## src/source/dram_config.svh

```systemverilog
`ifndef DRAM_CONFIG_SVH
`define DRAM_CONFIG_SVH

// PHY data width on one clock edge
`define DRAM_DQ_WIDTH 72

// data units in one burst
`define DRAM_BURST_LEN 4

// one application beat carries both edges
`define DRAM_BEAT_WIDTH (2 * `DRAM_DQ_WIDTH)

// whole burst, two beats
`define DRAM_BURST_BITS (`DRAM_DQ_WIDTH * `DRAM_BURST_LEN)

// 16-bit bus words per burst
`define DRAM_BURST_WORDS (`DRAM_BURST_BITS / 16)

// byte enables per beat
`define DRAM_BE_WIDTH (`DRAM_BEAT_WIDTH / 8)

// mask buffer seen by software as three words
`define DRAM_MASK_WORDS 3

`endif
```

## src/source/dram_pkg.sv

```systemverilog
`include "dram_config.svh"

package dram_pkg;

  // one Wishbone request as driven by the bus master
  typedef struct packed {
    logic        we;
    logic [1:0]  sel;
    logic [31:0] adr;
    logic [15:0] dat;
  } wb_req_t;

  // command and write data toward the DRAM application interface
  typedef struct packed {
    logic                         valid;
    logic                         rnw;
    logic [31:0]                  addr;
    logic [`DRAM_BEAT_WIDTH-1:0]  wr_data;
    logic [`DRAM_BE_WIDTH-1:0]    wr_be;
  } dram_cmd_t;

  // PHY status flags
  typedef struct packed {
    logic phy_ready;
    logic cal_fail;
  } dram_status_t;

endpackage

```

## src/source/dram_cpu_interface.sv

```systemverilog
`timescale 1ns/1ps
`include "dram_config.svh"

module dram_cpu_interface (
  input  logic                        dram_clk0,
  input  logic                        wb_rst_i,
  // register port
  input  logic                        reg_wb_cyc_i,
  input  logic                        reg_wb_stb_i,
  input  dram_pkg::wb_req_t           reg_wb_req_i,
  output logic [15:0]                 reg_wb_dat_o,
  output logic                        reg_wb_ack_o,
  // memory window port
  input  logic                        mem_wb_cyc_i,
  input  logic                        mem_wb_stb_i,
  input  dram_pkg::wb_req_t           mem_wb_req_i,
  output logic [15:0]                 mem_wb_dat_o,
  output logic                        mem_wb_ack_o,
  // PHY and application interface
  input  logic                        dram_phy_rdy_i,
  input  logic                        dram_cal_fail_i,
  output logic                        dram_rst_o,
  output dram_pkg::dram_cmd_t         dram_cmd_o,
  input  logic [`DRAM_BEAT_WIDTH-1:0] dram_rd_data_i,
  input  logic                        dram_rd_valid_i
);

  dram_pkg::dram_status_t phy_status;
  logic                   soft_rst;
  logic                   cmd_done;

  assign phy_status.phy_ready = dram_phy_rdy_i;
  assign phy_status.cal_fail  = dram_cal_fail_i;

  dram_reg_wb_attach reg_wb_attach0 (
    .dram_clk0  (dram_clk0),
    .wb_rst_i   (wb_rst_i),
    .wb_cyc_i   (reg_wb_cyc_i),
    .wb_stb_i   (reg_wb_stb_i),
    .wb_req_i   (reg_wb_req_i),
    .wb_dat_o   (reg_wb_dat_o),
    .wb_ack_o   (reg_wb_ack_o),
    .status_i   (phy_status),
    .cmd_done_i (cmd_done),
    .soft_rst_o (soft_rst)
  );

  // system or soft reset, stretched for the PHY
  dram_reset_ctrl reset_ctrl0 (
    .dram_clk0  (dram_clk0),
    .wb_rst_i   (wb_rst_i),
    .soft_rst_i (soft_rst),
    .dram_rst_o (dram_rst_o)
  );

  dram_indirect_window indirect_window0 (
    .dram_clk0       (dram_clk0),
    .wb_rst_i        (wb_rst_i),
    .wb_cyc_i        (mem_wb_cyc_i),
    .wb_stb_i        (mem_wb_stb_i),
    .wb_req_i        (mem_wb_req_i),
    .wb_dat_o        (mem_wb_dat_o),
    .wb_ack_o        (mem_wb_ack_o),
    .phy_ready_i     (dram_phy_rdy_i),
    .dram_rst_i      (dram_rst_o),
    .dram_cmd_o      (dram_cmd_o),
    .dram_rd_data_i  (dram_rd_data_i),
    .dram_rd_valid_i (dram_rd_valid_i),
    .cmd_done_o      (cmd_done)
  );

endmodule

```

## src/source/dram_indirect_window.sv

```systemverilog
`timescale 1ns/1ps
`include "dram_config.svh"

module dram_indirect_window (
  input  logic                        dram_clk0,
  input  logic                        wb_rst_i,
  input  logic                        wb_cyc_i,
  input  logic                        wb_stb_i,
  input  dram_pkg::wb_req_t           wb_req_i,
  output logic [15:0]                 wb_dat_o,
  output logic                        wb_ack_o,
  input  logic                        phy_ready_i,
  input  logic                        dram_rst_i,
  output dram_pkg::dram_cmd_t         dram_cmd_o,
  input  logic [`DRAM_BEAT_WIDTH-1:0] dram_rd_data_i,
  input  logic                        dram_rd_valid_i,
  output logic                        cmd_done_o
);

  localparam int BEAT_W  = `DRAM_BEAT_WIDTH;
  localparam int BURST_W = `DRAM_BURST_BITS;
  localparam int BE_W    = `DRAM_BE_WIDTH;
  localparam int MASK_W  = `DRAM_MASK_WORDS * 16;

  // word index map of the window
  localparam int WR_BASE = 8;
  localparam int RD_BASE = WR_BASE + `DRAM_BURST_WORDS;
  localparam int RD_END  = RD_BASE + `DRAM_BURST_WORDS;

  // issue sequencer states
  localparam logic [1:0] ST_IDLE    = 2'd0;
  localparam logic [1:0] ST_CMD     = 2'd1;
  localparam logic [1:0] ST_WR_HI   = 2'd2;
  localparam logic [1:0] ST_RD_WAIT = 2'd3;

  logic [31:0]      addr_buf;
  logic [MASK_W-1:0] mask_buf;
  logic [BURST_W-1:0] wr_buf;
  logic [BURST_W-1:0] rd_buf;

  logic       wr_busy;
  logic       rd_busy;
  logic [1:0] state;
  logic       cur_rnw;
  logic       rd_beat;
  logic       issue;
  logic       beat_hi;

  logic [6:0] idx;
  logic [6:0] wr_word;
  logic [6:0] rd_word;
  logic       accept;
  logic       wr_access;

  // only the enabled byte lanes of a bus word are replaced
  function automatic logic [15:0] lane_merge(input logic [15:0] old_w,
                                             input logic [15:0] new_w,
                                             input logic [1:0]  sel);
    logic [15:0] res;
    res = old_w;
    if (sel[0]) begin
      res[7:0] = new_w[7:0];
    end
    if (sel[1]) begin
      res[15:8] = new_w[15:8];
    end
    return res;
  endfunction

  assign idx       = wb_req_i.adr[7:1];
  assign wr_word   = idx - 7'(WR_BASE);
  assign rd_word   = idx - 7'(RD_BASE);
  assign accept    = wb_cyc_i & wb_stb_i & ~wb_ack_o;
  assign wr_access = accept & wb_req_i.we;

  always_ff @(posedge dram_clk0) begin
    if (wb_rst_i) begin
      wb_ack_o <= 1'b0;
    end else begin
      wb_ack_o <= accept;
    end
  end

  // bus read mux, registered into the ack cycle
  always_ff @(posedge dram_clk0) begin
    if (accept && !wb_req_i.we) begin
      case (idx) inside
        7'd0: wb_dat_o <= {15'h0000, wr_busy};
        7'd1: wb_dat_o <= {15'h0000, rd_busy};
        7'd2: wb_dat_o <= addr_buf[31:16];
        7'd3: wb_dat_o <= addr_buf[15:0];
        7'd5: wb_dat_o <= mask_buf[47:32];
        7'd6: wb_dat_o <= mask_buf[31:16];
        7'd7: wb_dat_o <= mask_buf[15:0];
        [WR_BASE:RD_BASE-1]: wb_dat_o <= wr_buf[wr_word*16 +: 16];
        [RD_BASE:RD_END-1]: wb_dat_o <= rd_buf[rd_word*16 +: 16];
        default: wb_dat_o <= 16'h0000;
      endcase
    end
  end

  // software loaded address, mask and write burst
  always_ff @(posedge dram_clk0) begin
    if (wr_access) begin
      case (idx) inside
        7'd2: addr_buf[31:16] <= lane_merge(addr_buf[31:16], wb_req_i.dat, wb_req_i.sel);
        7'd3: addr_buf[15:0]  <= lane_merge(addr_buf[15:0], wb_req_i.dat, wb_req_i.sel);
        7'd5: mask_buf[47:32] <= lane_merge(mask_buf[47:32], wb_req_i.dat, wb_req_i.sel);
        7'd6: mask_buf[31:16] <= lane_merge(mask_buf[31:16], wb_req_i.dat, wb_req_i.sel);
        7'd7: mask_buf[15:0]  <= lane_merge(mask_buf[15:0], wb_req_i.dat, wb_req_i.sel);
        [WR_BASE:RD_BASE-1]: begin
          wr_buf[wr_word*16 +: 16] <= lane_merge(wr_buf[wr_word*16 +: 16], wb_req_i.dat,
                                                 wb_req_i.sel);
        end
        default: ;
      endcase
    end
  end

  // a pending request goes out once the PHY is up and out of reset
  assign issue = (state == ST_IDLE) && (wr_busy || rd_busy) && phy_ready_i && !dram_rst_i;

  always_ff @(posedge dram_clk0) begin
    if (wb_rst_i) begin
      state      <= ST_IDLE;
      wr_busy    <= 1'b0;
      rd_busy    <= 1'b0;
      cur_rnw    <= 1'b0;
      rd_beat    <= 1'b0;
      cmd_done_o <= 1'b0;
    end else begin
      cmd_done_o <= 1'b0;
      case (state)
        ST_IDLE: begin
          if (issue) begin
            // write wins when both are pending
            cur_rnw <= !wr_busy;
            state   <= ST_CMD;
          end
        end
        ST_CMD: begin
          rd_beat <= 1'b0;
          state   <= cur_rnw ? ST_RD_WAIT : ST_WR_HI;
        end
        ST_WR_HI: begin
          wr_busy    <= 1'b0;
          cmd_done_o <= 1'b1;
          state      <= ST_IDLE;
        end
        ST_RD_WAIT: begin
          if (dram_rd_valid_i) begin
            rd_beat <= 1'b1;
            if (rd_beat) begin
              rd_busy    <= 1'b0;
              cmd_done_o <= 1'b1;
              state      <= ST_IDLE;
            end
          end
        end
        default: state <= ST_IDLE;
      endcase
      // a new request overrides a completion on the same edge
      if (wr_access && idx == 7'd0 && wb_req_i.dat[0]) begin
        wr_busy <= 1'b1;
      end
      if (wr_access && idx == 7'd1 && wb_req_i.dat[0]) begin
        rd_busy <= 1'b1;
      end
    end
  end

  // first beat is words 0 to 8, second beat words 9 to 17
  always_ff @(posedge dram_clk0) begin
    if (state == ST_RD_WAIT && dram_rd_valid_i) begin
      if (rd_beat) begin
        rd_buf[BURST_W-1:BEAT_W] <= dram_rd_data_i;
      end else begin
        rd_buf[BEAT_W-1:0] <= dram_rd_data_i;
      end
    end
  end

  // low half goes with the command, high half one cycle later
  assign beat_hi = (state == ST_WR_HI);

  always_comb begin
    dram_cmd_o.valid   = (state == ST_CMD);
    dram_cmd_o.rnw     = cur_rnw;
    dram_cmd_o.addr    = addr_buf;
    dram_cmd_o.wr_data = beat_hi ? wr_buf[BURST_W-1:BEAT_W] : wr_buf[BEAT_W-1:0];
    dram_cmd_o.wr_be   = beat_hi ? mask_buf[2*BE_W-1:BE_W] : mask_buf[BE_W-1:0];
  end

  // PHY reset comes from the reset controller
  a_no_cmd_in_rst: assert property (
    @(posedge dram_clk0) disable iff (wb_rst_i) $rose(dram_cmd_o.valid) |-> !dram_rst_i
  ) else $error("command issued while PHY in reset");

  // read data from the PHY only for a read we sent
  a_rd_only_busy: assert property (
    @(posedge dram_clk0) disable iff (wb_rst_i) dram_rd_valid_i |-> rd_busy
  ) else $error("dram_rd_valid without an outstanding read");

endmodule

```

## src/source/dram_reset_ctrl.sv

```systemverilog
`timescale 1ns/1ps

module dram_reset_ctrl (
  input  logic dram_clk0,
  input  logic wb_rst_i,
  input  logic soft_rst_i,
  output logic dram_rst_o
);

  logic [7:0] stretch;
  logic       rst_req;

  // system reset and soft reset both restart the stretch
  assign rst_req = wb_rst_i | soft_rst_i;

  // a request reloads all ones, then zeros shift in from the bottom
  always_ff @(posedge dram_clk0) begin
    if (rst_req) begin
      stretch <= 8'hff;
    end else begin
      stretch <= {stretch[6:0], 1'b0};
    end
  end

  assign dram_rst_o = stretch[7];

  // PHY needs at least eight cycles of reset
  a_rst_min_width: assert property (
    @(posedge dram_clk0) $rose(dram_rst_o) |-> dram_rst_o [*8]
  ) else $error("dram_rst_o pulse shorter than 8 cycles");

endmodule

```

## src/source/dram_reg_wb_attach.sv

```systemverilog
`timescale 1ns/1ps

module dram_reg_wb_attach (
  input  logic                   dram_clk0,
  input  logic                   wb_rst_i,
  input  logic                   wb_cyc_i,
  input  logic                   wb_stb_i,
  input  dram_pkg::wb_req_t      wb_req_i,
  output logic [15:0]            wb_dat_o,
  output logic                   wb_ack_o,
  input  dram_pkg::dram_status_t status_i,
  input  logic                   cmd_done_i,
  output logic                   soft_rst_o
);

  logic [6:0]  idx;
  logic        accept;
  logic [15:0] cmd_count;

  // register index in 16-bit words
  assign idx = wb_req_i.adr[7:1];

  // new request only, never while our own ack is up
  assign accept = wb_cyc_i & wb_stb_i & ~wb_ack_o;

  always_ff @(posedge dram_clk0) begin
    if (wb_rst_i) begin
      wb_ack_o   <= 1'b0;
      soft_rst_o <= 1'b0;
    end else begin
      wb_ack_o   <= accept;
      soft_rst_o <= 1'b0;
      // bit 0 of register 0 kicks the PHY reset stretcher
      if (accept && wb_req_i.we && idx == 7'd0 && wb_req_i.sel[0] && wb_req_i.dat[0]) begin
        soft_rst_o <= 1'b1;
      end
    end
  end

  // read data, valid while ack is high
  always_ff @(posedge dram_clk0) begin
    if (accept && !wb_req_i.we) begin
      case (idx)
        7'd0: begin
          wb_dat_o <= {14'h0000, status_i.cal_fail, status_i.phy_ready};
        end
        7'd1: begin
          wb_dat_o <= cmd_count;
        end
        default: begin
          wb_dat_o <= 16'h0000;
        end
      endcase
    end
  end

  // completed commands, free running and wrapping
  always_ff @(posedge dram_clk0) begin
    if (wb_rst_i) begin
      cmd_count <= 16'h0000;
    end else if (cmd_done_i) begin
      cmd_count <= cmd_count + 16'd1;
    end
  end

endmodule

```

## config.mk

```make
export PLATFORM = sky130hd
export DESIGN_NAME = dram_cpu_interface
export DESIGN_NICKNAME = d
export VERILOG_FILES = /design/src/source/dram_pkg.sv /design/src/source/dram_cpu_interface.sv /design/src/source/dram_indirect_window.sv /design/src/source/dram_reset_ctrl.sv /design/src/source/dram_reg_wb_attach.sv
export VERILOG_INCLUDE_DIRS = /design/src /design/src/source
export SDC_FILE = /design/constraint.sdc
export NUM_CORES = 1
export LEC_CHECK = 0
export BUFFER_PORTS_ARGS = -buffer_cell sky130_fd_sc_hd__buf_2
export CAP_MARGIN = 15
export CORE_AREA = 2 2 278 280
export CTS_CLUSTER_DIAMETER = 200
export CTS_CLUSTER_SIZE = 25
export DETAILED_ROUTE_END_ITERATION = 16
export DIE_AREA = 0 0 280 282
export SETUP_SLACK_MARGIN = 0.05
export SLEW_MARGIN = 10
export SYNTH_ARGS = -nofsm -noshare
export SYNTH_HDL_FRONTEND = slang
export SYNTH_HIERARCHICAL = 1
export SYNTH_SLANG_ARGS = --single-unit
```

## constraint.sdc

```tcl
create_clock -name dram_clk0 -period 12.65 [get_ports dram_clk0]
set_input_delay 0 -clock dram_clk0 [delete_from_list [all_inputs] [get_ports dram_clk0]]
set_output_delay 0 -clock dram_clk0 [all_outputs]
set_load 0.02 [all_outputs]
```

==> results of run 1 <==
## state kept, by name, summed over array words and instances (netlist names)
register	count
indirect_window0/addr_buf	32
indirect_window0/cmd_done_o	1
indirect_window0/cur_rnw	1
indirect_window0/mask_buf	48
indirect_window0/rd_beat	1
indirect_window0/rd_buf	288
indirect_window0/rd_busy	1
indirect_window0/state	2
indirect_window0/wb_ack_o	1
indirect_window0/wb_dat_o	16
indirect_window0/wr_buf	288
indirect_window0/wr_busy	1
reg_wb_attach0/cmd_count	16
reg_wb_attach0/soft_rst_o	1
reg_wb_attach0/wb_ack_o	1
reg_wb_attach0/wb_dat_o	16
reset_ctrl0/stretch	8
## path summary, 6_finish.rpt
| kind | startpoint | to | slack [ns] | depth (start not counted) |
|---|---|---|---|---|
| worst min-delay path | reg_wb_req_i[21] | reg_wb_attach0/wb_dat_o[14]$_SDFFCE_PN0P_ | 0.04 | 4 |
| worst max-delay path | mem_wb_req_i[20] | indirect_window0/wr_buf[34]$_DFFE_PP_ | 8.16 | 10 |
| worst min register to register | reset_ctrl0/stretch[1]$_SDFF_PP1_ | reset_ctrl0/stretch[2]$_SDFF_PP1_ | 0.42 | 1 |
| worst max register to register | indirect_window0/state[1]$_SDFFE_PP0P_ | indirect_window0/rd_buf[166]$_DFFE_PP_ | 9.58 | 4 |
## through the flow
stage | cells | power, W | hold slack, ns | util, %
after global routing | 3623 | 0.00430 | 0.0798 | 50.0
final | 3626 | 0.00419 | 0.0406 | 50.0
after global placement | 3396 | 0.00293 | 0.189 | 46.4
after CTS | 3615 | 0.00421 | 0.0199 | 49.9
after detailed placement | 3396 | 0.00293 | 0.191 | 46.4
after floorplan | 2112 | 0.00282 | 0.0971 | -
## synthesized netlist by cell type, drive strengths merged (2+ instances only)
master	n
a221oi	4
a311oi	7
dfxtp	34
edfxtp	688
clkbuf	28
mux2	189
nor2	362
inv	18
nor4b	2
buf	110
nor3b	2
nand3b	4
a22oi	83
ha	13
mux4	96
or3	10
a21oi	39
or2	2
o221a	6
o311ai	3
xnor2	16
and2	25
o31a	7
nor2b	14
o211ai	19
o22ai	4
a211oi	8
mux2i	87
nor4	8
nor3	26
nand2b	5
o21ai	18
a21o	7
and3	8
a31oi	13
a221o	5
xor2	6
o221ai	12
nand3	33
nand2	75
nand4	9
## worst max-delay path, stage by stage
cell and delay [ns]:
sky130_fd_sc_hd__buf_2 0.49, sky130_fd_sc_hd__inv_1 0.13, sky130_fd_sc_hd__ha_1 0.71, sky130_fd_sc_hd__nand3_1 0.23
sky130_fd_sc_hd__or2_2 0.35, sky130_fd_sc_hd__ha_1 0.40, sky130_fd_sc_hd__nand3_1 0.22, sky130_fd_sc_hd__nor2b_1 0.38
sky130_fd_sc_hd__nand2_1 0.63, sky130_fd_sc_hd__nor2_2 1.13
## layout make-up
cell class	instances	share of cell area, %
flip-flops and latches	722	56.3
multi-input cells	1234	26.8
repair buffers	624	10.9
well taps	978	3.23
clock buffers	40	2.36
inverters	18	0.178
clock inverters	3	0.0991
diodes	7	0.0462
## metal layers
layer  up-vias  track usage, %  wire, um
li1       9141               -         -
met1     11100            34.5     41600
met2      1049            43.1     50900
met3       154            4.19      8470
met4         0            8.72      3760
met5         -               0         0
## kinds of logic (layout without fill, tap and decap cells)
logic type	Yosys count	count (layout)	share of synthesized area, %
xor+xnor	22	22	0.596
mux	372	372	16.0
flops	722	722	66.0
other cells	0	7	0
fa+ha+maj	13	13	0.503
simple gates	587	587	8.20
compound gates	240	240	5.91
buf+inv	156	685	2.81
## report_power, final
part	leakage, nW	internal, W	total (W)	switching, W
clock	0.455	0.000511	0.00126	0.000751
sequential	7.10	0.00260	0.00260	0.00000116
combinational	6.55	0.000130	0.000328	0.000198
==> results.md, run 1 <==
* Result of the run: complete, no violations
* Sum Neg Setup Slack at 0 ns
* Overall via count from detail_route at about 21000
* Biggest area contributors in the synthesized netlist: sky130_fd_sc_hd__edfxtp_1, sky130_fd_sc_hd__mux4_2, sky130_fd_sc_hd__mux2_2
* Wire length of the first global-routing pass at ~150 mm
* Endpoints failing hold at 0
* Number of synthesized register bits at about 720
* Count of final max-slew check failures at 0
* Clock tree sinks at just over 700
* Final antenna-violating net count at 0
* Mean cell area of the mapped netlist at 15.3 um2
* Cell row count at approximately 100
* Wirelength, routed at ~100 mm
* Post-synthesis cell count at 2112
* Placeable Area at ~0.076 mm2
* RePlAce Congestion at 0.929
* # nets final at 2902
* Maximum root-to-sink buffer count at 3
* Post-Place Cell Area at ~0.035 mm2
* Sequential share of the synthesized area at between 60% and 70%
* Pwr per Cell Area at roughly 110 mW/mm2
* Classification of the worst-slack hold path: input port to flip-flop
* Final Cell Area at between 0.03 and 0.04 mm2
* Root buffer cell: sky130_fd_sc_hd__clkbuf_16
* Total leakage power at between 10 and 15 nW
* Worst setup SP type: input port
* Maximum number of pins on one net before global-route repair at a little under 90
* Netlist area before placement at ~0.032 mm2
* Die height at around 280 um
* Measured slew at the worst slew-check pin at approximately 1.3 ns
* Yosys top cell area share at 63.9%
* Vias in the first global route at between 20000 and 25000
* Via-per-instance ratio at just under 6
* Netlist cell types at 72
* Most frequent cells in the layout: sky130_fd_sc_hd__edfxtp_1, sky130_fd_sc_hd__buf_2, sky130_fd_sc_hd__nor2_1, sky130_fd_sc_hd__mux2_2, sky130_fd_sc_hd__dlygate4sd3_1
* Main flop type after synthesis: sky130_fd_sc_hd__edfxtp_1
* Drt pass-1 iters at 5
* Clk slew on worst S/H paths at roughly 0.10 ns
* Number of gates resized after CTS at 0
* Net count of the mapped netlist at between 2000 and 2500
* Initial core utilization at a little over two fifths
* Quantity of I/O buffers inserted on ports at between 400 and 500
* Post-synth EDFFs at 688
* Worst slew margin relative to its limit at 16.0%
* Sequential cell area at about 0.021 mm2
* I/O pin count at ~500
* Signal arrival time at the worst endpoint at approximately 4.7 ns
* Post-detailed-route DRC marker count at 0
* Setup bufs post-CTS at 0
* Number of antenna violations at the first check in global routing at 7
* Number of fill cells in the layout at about 6500
* Total congestion overflow after global routing at 0
* CTS hold repair buffers at 176
* Max H-tree Level at 2
* Synth warn at 6
* Wirelength per Cell at 28.9 um
* Top achievable clock speed at about 220 MHz
* TritonCTS Buffers at 34
* GRT Overall Usage at roughly 26%
* Area growth, synth to finish at 17.2%
* Setup skew after layout at roughly 0.033 ns
* Maximum fanout along the worst path at 30
* Minimum setup slack in the final design at around 8.2 ns
* Element type at the critical path end: flip-flop
* Detailed-placement wirelength estimate at ~74 mm
* Post-synthesis async set-or-reset flop share at 0%
* Die outline area at around 0.079 mm2
* Type of the worst setup path: input port to flip-flop
* Crit share post-route at between 30% and 40%
* Final min period at about 4.5 ns
* Data required, critical path at roughly 13 ns
* DRC violation total after the first TritonRoute iteration at 2469
* Leading cell type in the layout, fill and taps excluded: sky130_fd_sc_hd__edfxtp_1
* Post-Place Setup Slack at between 7 and 8 ns
* Largest area contributor in the synthesized netlist: sky130_fd_sc_hd__edfxtp_1
* Source-to-sink clock delay at the later pin of the worst-skew pair at 0.60 ns
* Number of endpoints failing setup at the final stage at 0
* Max-Cap Viols at 0
* Area used by multi-input combinational logic at ~0.010 mm2
* CTS tree: built
* RSZ-0062 raised after global routing: no
* Maximum vdd ir drop at just over 80 uV
* Share of final-layout standard cells stronger than drive strength 1 at approximately a third
* Chip width at 280 um
(Power assumes the default switching activity.)
==> inputs of run 2 (changes only) <==
Clock period 12.65 ns to 4.4 ns, I/O delays scaled along.
==> run 2 against run 1 <==
Against the previous run:
- routed wire length is 0.39% higher
- largest power group unchanged
- non-clock buffer count is 56 higher
- cell area is 1.0% higher
- first-iteration DRC count is 0.28% higher
- combinational power grew to 2.9 times the previous value
- worst hold slack better by 0.0075 ns
- sequential share of layout area is 0.57 points lower
- final cell count is 1.5% higher
- core utilization is 0.51 points higher
==> results.md, run 2 (synthesized netlist as in run 1, its figures left out) <==
* Result of the run: complete, no violations
* Vias in the first global route at 21500
* Wire length of the first global-routing pass at between 100 and 150 mm
* Type of the worst setup path: input port to flip-flop
* Clock tree sinks at just over 700
* Source-to-sink clock delay at the later pin of the worst-skew pair at 0.61 ns
* Measured slew at the worst slew-check pin at roughly 1.1 ns
* Placeable Area at roughly 0.076 mm2
* Core Util, Final at 50.6%
* Sequential cell area at roughly 0.021 mm2
* Max H-tree Level at 2
* # nets final at roughly 3000
* Final min period at between 3 and 4 ns
* Pwr per Cell Area at approximately 310 mW/mm2
* Initial core utilization at 42.7%
* CTS tree: built
* Worst slew margin relative to its limit at 24.0%
* Worst setup SP type: input port
* TritonCTS Buffers at 34
* Wirelength, routed at around 110 mm
* RePlAce Congestion at 0.934
* Number of fill cells in the layout at approximately 6400
* Count of final max-slew check failures at 0
* Data required, critical path at between 4 and 5 ns
* RSZ-0062 raised after global routing: no
* Endpoints failing hold at 0
* Via-per-instance ratio at 5.83
* Maximum root-to-sink buffer count at 3
* Die outline area at 0.0790 mm2
* Element type at the critical path end: flip-flop
* Detailed-placement wirelength estimate at ~75 mm
* Chip width at 280 um
* Most frequent cells in the layout: sky130_fd_sc_hd__edfxtp_1, sky130_fd_sc_hd__buf_2, sky130_fd_sc_hd__nor2_1, sky130_fd_sc_hd__mux2_2, sky130_fd_sc_hd__dlygate4sd3_1
* Area used by multi-input combinational logic at 0.0101 mm2
* DRC violation total after the first TritonRoute iteration at 2476
* Area growth, synth to finish at 18.4%
* Leading cell type in the layout, fill and taps excluded: sky130_fd_sc_hd__edfxtp_1
* Die height at ~280 um
* Number of endpoints failing setup at the final stage at 0
* Final antenna-violating net count at 0
* Total leakage power at ~14 nW
* Drt pass-1 iters at 5
* Total congestion overflow after global routing at 0
* Cell row count at 101
* Wirelength per Cell at approximately 29 um
* Max-Cap Viols at 0
* Maximum vdd ir drop at roughly 250 uV
* Minimum setup slack in the final design at roughly 1.3 ns
* Worst hold-check slack at 0.0481 ns
* Quantity of I/O buffers inserted on ports at around 420
* Signal arrival time at the worst endpoint at 3.41 ns
* Crit share post-route at approximately 71%
* Classification of the worst-slack hold path: input port to flip-flop
* Sum Neg Setup Slack at 0 ns
* Overall via count from detail_route at 21400
* Share of final-layout standard cells stronger than drive strength 1 at 33.3%
* Post-Place Setup Slack at 0.740 ns
* I/O pin count at 486
* GRT Overall Usage at about a quarter
* Biggest regs: indirect_window0/rd_buf (288), indirect_window0/wr_buf (288), indirect_window0/mask_buf (48)
* Maximum number of pins on one net before global-route repair at around 110
* Number of antenna violations at the first check in global routing at 9
* Root buffer cell: sky130_fd_sc_hd__clkbuf_16
* Clk slew on worst S/H paths at ~0.1 ns
* Setup skew after layout at 0.0274 ns
* Post-detailed-route DRC marker count at 0
* Maximum fanout along the worst path at 38
* Top achievable clock speed at 322 MHz
* Setup bufs post-CTS at 0
-- run 2: changes by cell type in the layout (fill, tap and decap cells not counted), moves of 3 or more --
cell	delta
sky130_fd_sc_hd__buf_4	+54
sky130_fd_sc_hd__diode_2	-3
sky130_fd_sc_hd__buf_8	-3
sky130_fd_sc_hd__buf_12	+5
sky130_fd_sc_hd__nor2_1	+13
sky130_fd_sc_hd__nor2_2	-13
-- run 2: routing by layer --
layer  track usage (%)  vias up  routed length [um]
met2              43.1     1054               50400
li1                  -     9256                   -
met1              34.1    11000               41400
met4              9.35        2                4000
met5                 0        -                  10
met3              5.29      171                9230
-- run 2: power breakdown --
| part | internal (W) | switching, W | total [W] |
|---|---|---|---|
| clock network | 0.00147 | 0.00214 | 0.00361 |
| logic | 0.000389 | 0.000568 | 0.000956 |
| registers | 0.00747 | 0.00000345 | 0.00747 |
| total | 0.00933 | 0.00271 | 0.0120 |
-- run 2: final cells by class --
class	instances	share of cell area [%]
clock inverter	3	0.0981
sequential	722	55.8
inverter	18	0.177
multi-input combinational	1234	26.4
antenna	4	0.0262
clock buffer	40	2.34
timing repair buffer	680	12.0
tap	978	3.20
-- run 2: worst paths after layout --
check,from,to,slack [ns],depth (start not counted)
setup / recovery,mem_wb_req_i[17],indirect_window0/wr_buf[63]$_DFFE_PP_,1.29,12
hold / removal,reg_wb_req_i[21],reg_wb_attach0/wb_dat_o[14]$_SDFFCE_PN0P_,0.05,4
setup reg to reg,indirect_window0/wr_buf[59]$_DFFE_PP_,indirect_window0/wr_buf[219]$_DFFE_PP_,1.54,5
hold reg to reg,reset_ctrl0/stretch[0]$_DFF_P_,reset_ctrl0/stretch[1]$_SDFF_PP1_,0.42,1
-- run 2: timing repair --
action,4_1_cts,5_1_grt
resized for setup,0,0
hold buffers,177,0
endpoints found under the hold margin,429,0
-- run 2: through the flow --
| stage | instances | total power (W) | cell area (um2) |
|---|---|---|---|
| 2_1_floorplan | 2112 | 0.00811 | 32300 |
| 3_3_place_gp | 3455 | 0.00843 | 35600 |
| 3_5_place_dp | 3455 | 0.00845 | 35600 |
| 4_1_cts | 3675 | 0.0121 | 38300 |
| 5_1_grt | 3678 | 0.0124 | 38300 |
| 6_report | 3679 | 0.0120 | 38300 |
-- run 2: critical path, stage by stage --
cell                       delay [ns]
sky130_fd_sc_hd__clkbuf_8        0.25
sky130_fd_sc_hd__inv_2           0.21
sky130_fd_sc_hd__ha_1            0.48
sky130_fd_sc_hd__nand3_1         0.20
sky130_fd_sc_hd__or2_2           0.33
sky130_fd_sc_hd__ha_1            0.41
sky130_fd_sc_hd__nand3_1         0.21
sky130_fd_sc_hd__nor3_1          0.57
sky130_fd_sc_hd__nand2_2         0.10
sky130_fd_sc_hd__buf_4           0.23
sky130_fd_sc_hd__nor2_1          0.11
sky130_fd_sc_hd__buf_4           0.28
==> inputs of run 3 (changes only) <==
Settings changed: ABC_AREA from default to 1, CORE_AREA 2 2 278 280 to 2 2 285 287, DIE_AREA 0 0 280 282 to 0 0 287 289.
Clock period 4.4 ns to 3.12 ns, I/O delays scaled along.
==> run 3 against run 2 <==
Against the previous run:
- total power is 46% higher
- worst setup slack worse by 0.90 ns
- non-clock buffer count is 67 higher
- die area is 5.0% higher
- clock-buffer cell count is 1 lower
- final cell count is 35% higher
- core utilization is 0.62 points higher
- via count is 28% higher
==> results.md, run 3 <==
* Flop-to-flop setup slack at about 0.42 ns
* Number of antenna violations at the first check in global routing at 10
* # nets final at about 4200
* Cell row count at around 100
* Placeable Area at 0.0799 mm2
* RSZ-0062 raised after global routing: no
* Synth warn at 6
* Biggest regs: indirect_window0/rd_buf (288), indirect_window0/wr_buf (288), indirect_window0/mask_buf (48)
* Clock tree sinks at between 700 and 800
* Yosys top cell area share at slightly above 60%
* Maximum root-to-sink buffer count at 3
* Detailed-placement wirelength estimate at ~81 mm
* Sequential share of the synthesized area at between 60% and 70%
* Post-detailed-route DRC marker count at 0
* Die outline area at between 0.08 and 0.09 mm2
* Largest area contributor in the synthesized netlist: sky130_fd_sc_hd__edfxtp_1
* Top cells by count, synth: sky130_fd_sc_hd__edfxtp_1, sky130_fd_sc_hd__nand2_1, sky130_fd_sc_hd__nor2_1
* Mean cell area of the mapped netlist at 10.2 um2
* TritonCTS Buffers at 34
* Top Family by Delay on Critical Path: compound AO/OA/AOI/OAI gates
* Die height at 289 um
* GRT Overall Usage at 27.0%
* Wirelength, routed at around 120 mm
* Cell type of the slowest stage on the worst timing path: sky130_fd_sc_hd__o21ai_0
* Element type at the critical path end: output port
* Measured slew at the worst slew-check pin at 0.900 ns
* Count of final max-slew check failures at 0
* Net count of the mapped netlist at 3608
* Chip width at approximately 290 um
* Number of stages on the worst setup path at 4
* Drt pass-1 iters at 6
* Wire length of the first global-routing pass at between 150 and 200 mm
* Most repeated cell in the gate-level netlist after synthesis: sky130_fd_sc_hd__edfxtp_1
* Biggest area contributors in the synthesized netlist: sky130_fd_sc_hd__edfxtp_1, sky130_fd_sc_hd__nand2_1, sky130_fd_sc_hd__nor2_1
* Number of gates resized after CTS at 0
* Data required, critical path at about 3.1 ns
* Worst setup startpoint: indirect_window0/state[0]$_SDFFE_PP0P_
* Maximum number of pins on one net before global-route repair at slightly above 100
* Crit share post-route at between 80% and 90%
* Share of final-layout standard cells stronger than drive strength 1 at a little over a fifth
* Main flop type after synthesis: sky130_fd_sc_hd__edfxtp_1
* Critical path capture point: dram_cmd_o[20]
* Vias in the first global route at approximately 27000
* Buffering stage count on the worst path with inverters included at 2
* Result of the run: complete, no violations
* Total leakage power at 15.3 nW
* Final min period at between 2 and 3 ns
* Post-synthesis cell count at roughly 3300
* Most frequent cells in the layout: sky130_fd_sc_hd__edfxtp_1, sky130_fd_sc_hd__nand2_1, sky130_fd_sc_hd__nor2_1, sky130_fd_sc_hd__buf_2, sky130_fd_sc_hd__o21ai_0
* Via-per-instance ratio at around 5.5
* Maximum vdd ir drop at around 370 uV
* Overall via count from detail_route at around 27000
* Core Util, Final at about 50%
* Pwr per Cell Area at between 400 and 500 mW/mm2
* R2R Path End: indirect_window0/wr_buf[25]$_DFFE_PP_
* Root buffer cell: sky130_fd_sc_hd__clkbuf_16
* Endpoints failing hold at 0
* Final antenna-violating net count at 0
* Crit path largest cell delay at 0.89 ns
* Maximum fanout along the worst path at 50
* Ordered cell list for the critical path: inv_1, nand2_4, o21ai_0, buf_2
* Sum Neg Setup Slack at 0 ns
* Length in cells of the worst reg-to-reg path at 12
* Setup skew after layout at slightly below 0.02 ns
* Worst slew margin relative to its limit at approximately two fifths
* Source of the worst register-to-register timing path: indirect_window0/wr_buf[9]$_DFFE_PP_
* Setup bufs post-CTS at 0
* Type of the worst setup path: flip-flop to output port
* Netlist area before placement at around 0.034 mm2
* Max H-tree Level at 2
* Post-synth EDFFs at around 700
* Max-Cap Viols at 0
* Signal arrival time at the worst endpoint at between 2 and 3 ns
* I/O pin count at around 490
* Initial core utilization at 42.7%
* Clk slew on worst S/H paths at about 0.10 ns
* Post-synthesis async set-or-reset flop share at 0%
* Area growth, synth to finish at 19.7%
* Netlist cell types at 54
* Wirelength per Cell at 23.3 um
* Overall power at between 0.015 and 0.02 W
* Worst setup SP type: flip-flop
* Total congestion overflow after global routing at 0
* Leading cell type in the layout, fill and taps excluded: sky130_fd_sc_hd__edfxtp_1
* Classification of the worst-slack hold path: input port to flip-flop
* CTS tree: built
* RePlAce Congestion at about 0.94
* Top achievable clock speed at approximately 370 MHz
* Number of endpoints failing setup at the final stage at 0
* Source-to-sink clock delay at the later pin of the worst-skew pair at around 0.60 ns
* DRC violation total after the first TritonRoute iteration at around 2600
* Number of synthesized register bits at 722
* Quantity of I/O buffers inserted on ports at roughly 420
[run 3: worst reg2reg max path: stages, from the launching register on]
cell                       delay [ns]
sky130_fd_sc_hd__edfxtp_1        0.43
sky130_fd_sc_hd__nor2_1          0.11
sky130_fd_sc_hd__nor2_1          0.09
sky130_fd_sc_hd__o21ai_0         0.09
sky130_fd_sc_hd__o211ai_1        0.09
sky130_fd_sc_hd__nand2_1         0.07
sky130_fd_sc_hd__o21ai_1         0.36
sky130_fd_sc_hd__nand2_1         0.20
sky130_fd_sc_hd__o21ai_1         0.23
sky130_fd_sc_hd__nand2_1         0.23
sky130_fd_sc_hd__nor2_1          0.18
sky130_fd_sc_hd__nand2_1         0.24
sky130_fd_sc_hd__nor3_1          0.22
[run 3: layer usage]
metal / vias to the layer above / track usage [%] / wire length, um
met5: - / 0 / 54
met4: 8 / 13.9 / 6560
met3: 254 / 4.24 / 7860
met2: 1078 / 46.6 / 57500
met1: 13400 / 32.8 / 43900
li1: 12700 / - / -
[run 3: repair_timing]
item	4_1_cts	5_1_grt
endpoints found under the hold margin	466	0
setup endpoints to repair	0	0
hold buffers	183	0
[run 3: cell type report]
cell class	count	area, um2
antenna	3	7.51
clock buffer	39	870
clock inverter	4	38.8
fill	7280	39000
inverter	198	758
multi-input combinational	2200	11100
sequential	722	21300
tap	1060	1330
timing repair buffer	747	5460
[run 3: cells by family (layout without fill, tap and decap cells)]
logic type | count (synthesis) | after routing | synth area share, %
other | 0 | 3 | 0
AND/OR/NAND/NOR | 1465 | 1465 | 18.6
buffers and inverters | 418 | 988 | 5.48
adder cells (fa/ha/maj) | 13 | 13 | 0.476
multiplexers | 82 | 82 | 2.68
flip-flops | 722 | 722 | 62.5
AO/OA/AOI/OAI | 635 | 635 | 10.2
XOR/XNOR | 5 | 5 | 0.128
[run 3: where the power goes]
group | leakage (nW) | total [W] | switching (W) | internal [W]
clock | 0.445 | 0.00504 | 0.00302 | 0.00202
combinational | 7.75 | 0.00195 | 0.00130 | 0.000640
sequential | 7.06 | 0.0105 | 0.00000467 | 0.0105
total | 15.3 | 0.0175 | 0.00433 | 0.0132
[run 3: how the worst min path moves through the flow]
stage | startpoint | end | slack, ns | cells past startpoint
6_report | reg_wb_req_i[21] | reg_wb_attach0/wb_dat_o[15]$_SDFFCE_PN0P_ | 0.08 | 6
5_1_grt | dram_rd_data_i[95] | indirect_window0/rd_buf[95]$_DFFE_PP_ | 0.11 | 2
4_1_cts | reg_wb_req_i[21] | reg_wb_attach0/wb_dat_o[2]$_SDFFCE_PN0P_ | 0.05 | 6
3_5_place_dp | dram_rd_data_i[111] | indirect_window0/rd_buf[255]$_DFFE_PP_ | 0.19 | 1
3_3_place_gp | dram_rd_data_i[34] | indirect_window0/rd_buf[178]$_DFFE_PP_ | 0.19 | 1
2_1_floorplan | wb_rst_i | reg_wb_attach0/cmd_count[9]$_SDFFE_PP0P_ | 0.07 | 1
[run 3: metrics by stage]
stage | hold WS [ns] | worst slack (ns) | instances | area (um2)
2_1_floorplan | 0.0716 | 0.0175 | 3340 | 34300
3_3_place_gp | 0.188 | 0.164 | 4744 | 38100
3_5_place_dp | 0.191 | 0.0953 | 4744 | 38100
4_1_cts | 0.0479 | 0.376 | 4970 | 40900
5_1_grt | 0.108 | 0.271 | 4973 | 40900
6_report | 0.0751 | 0.395 | 4973 | 40900
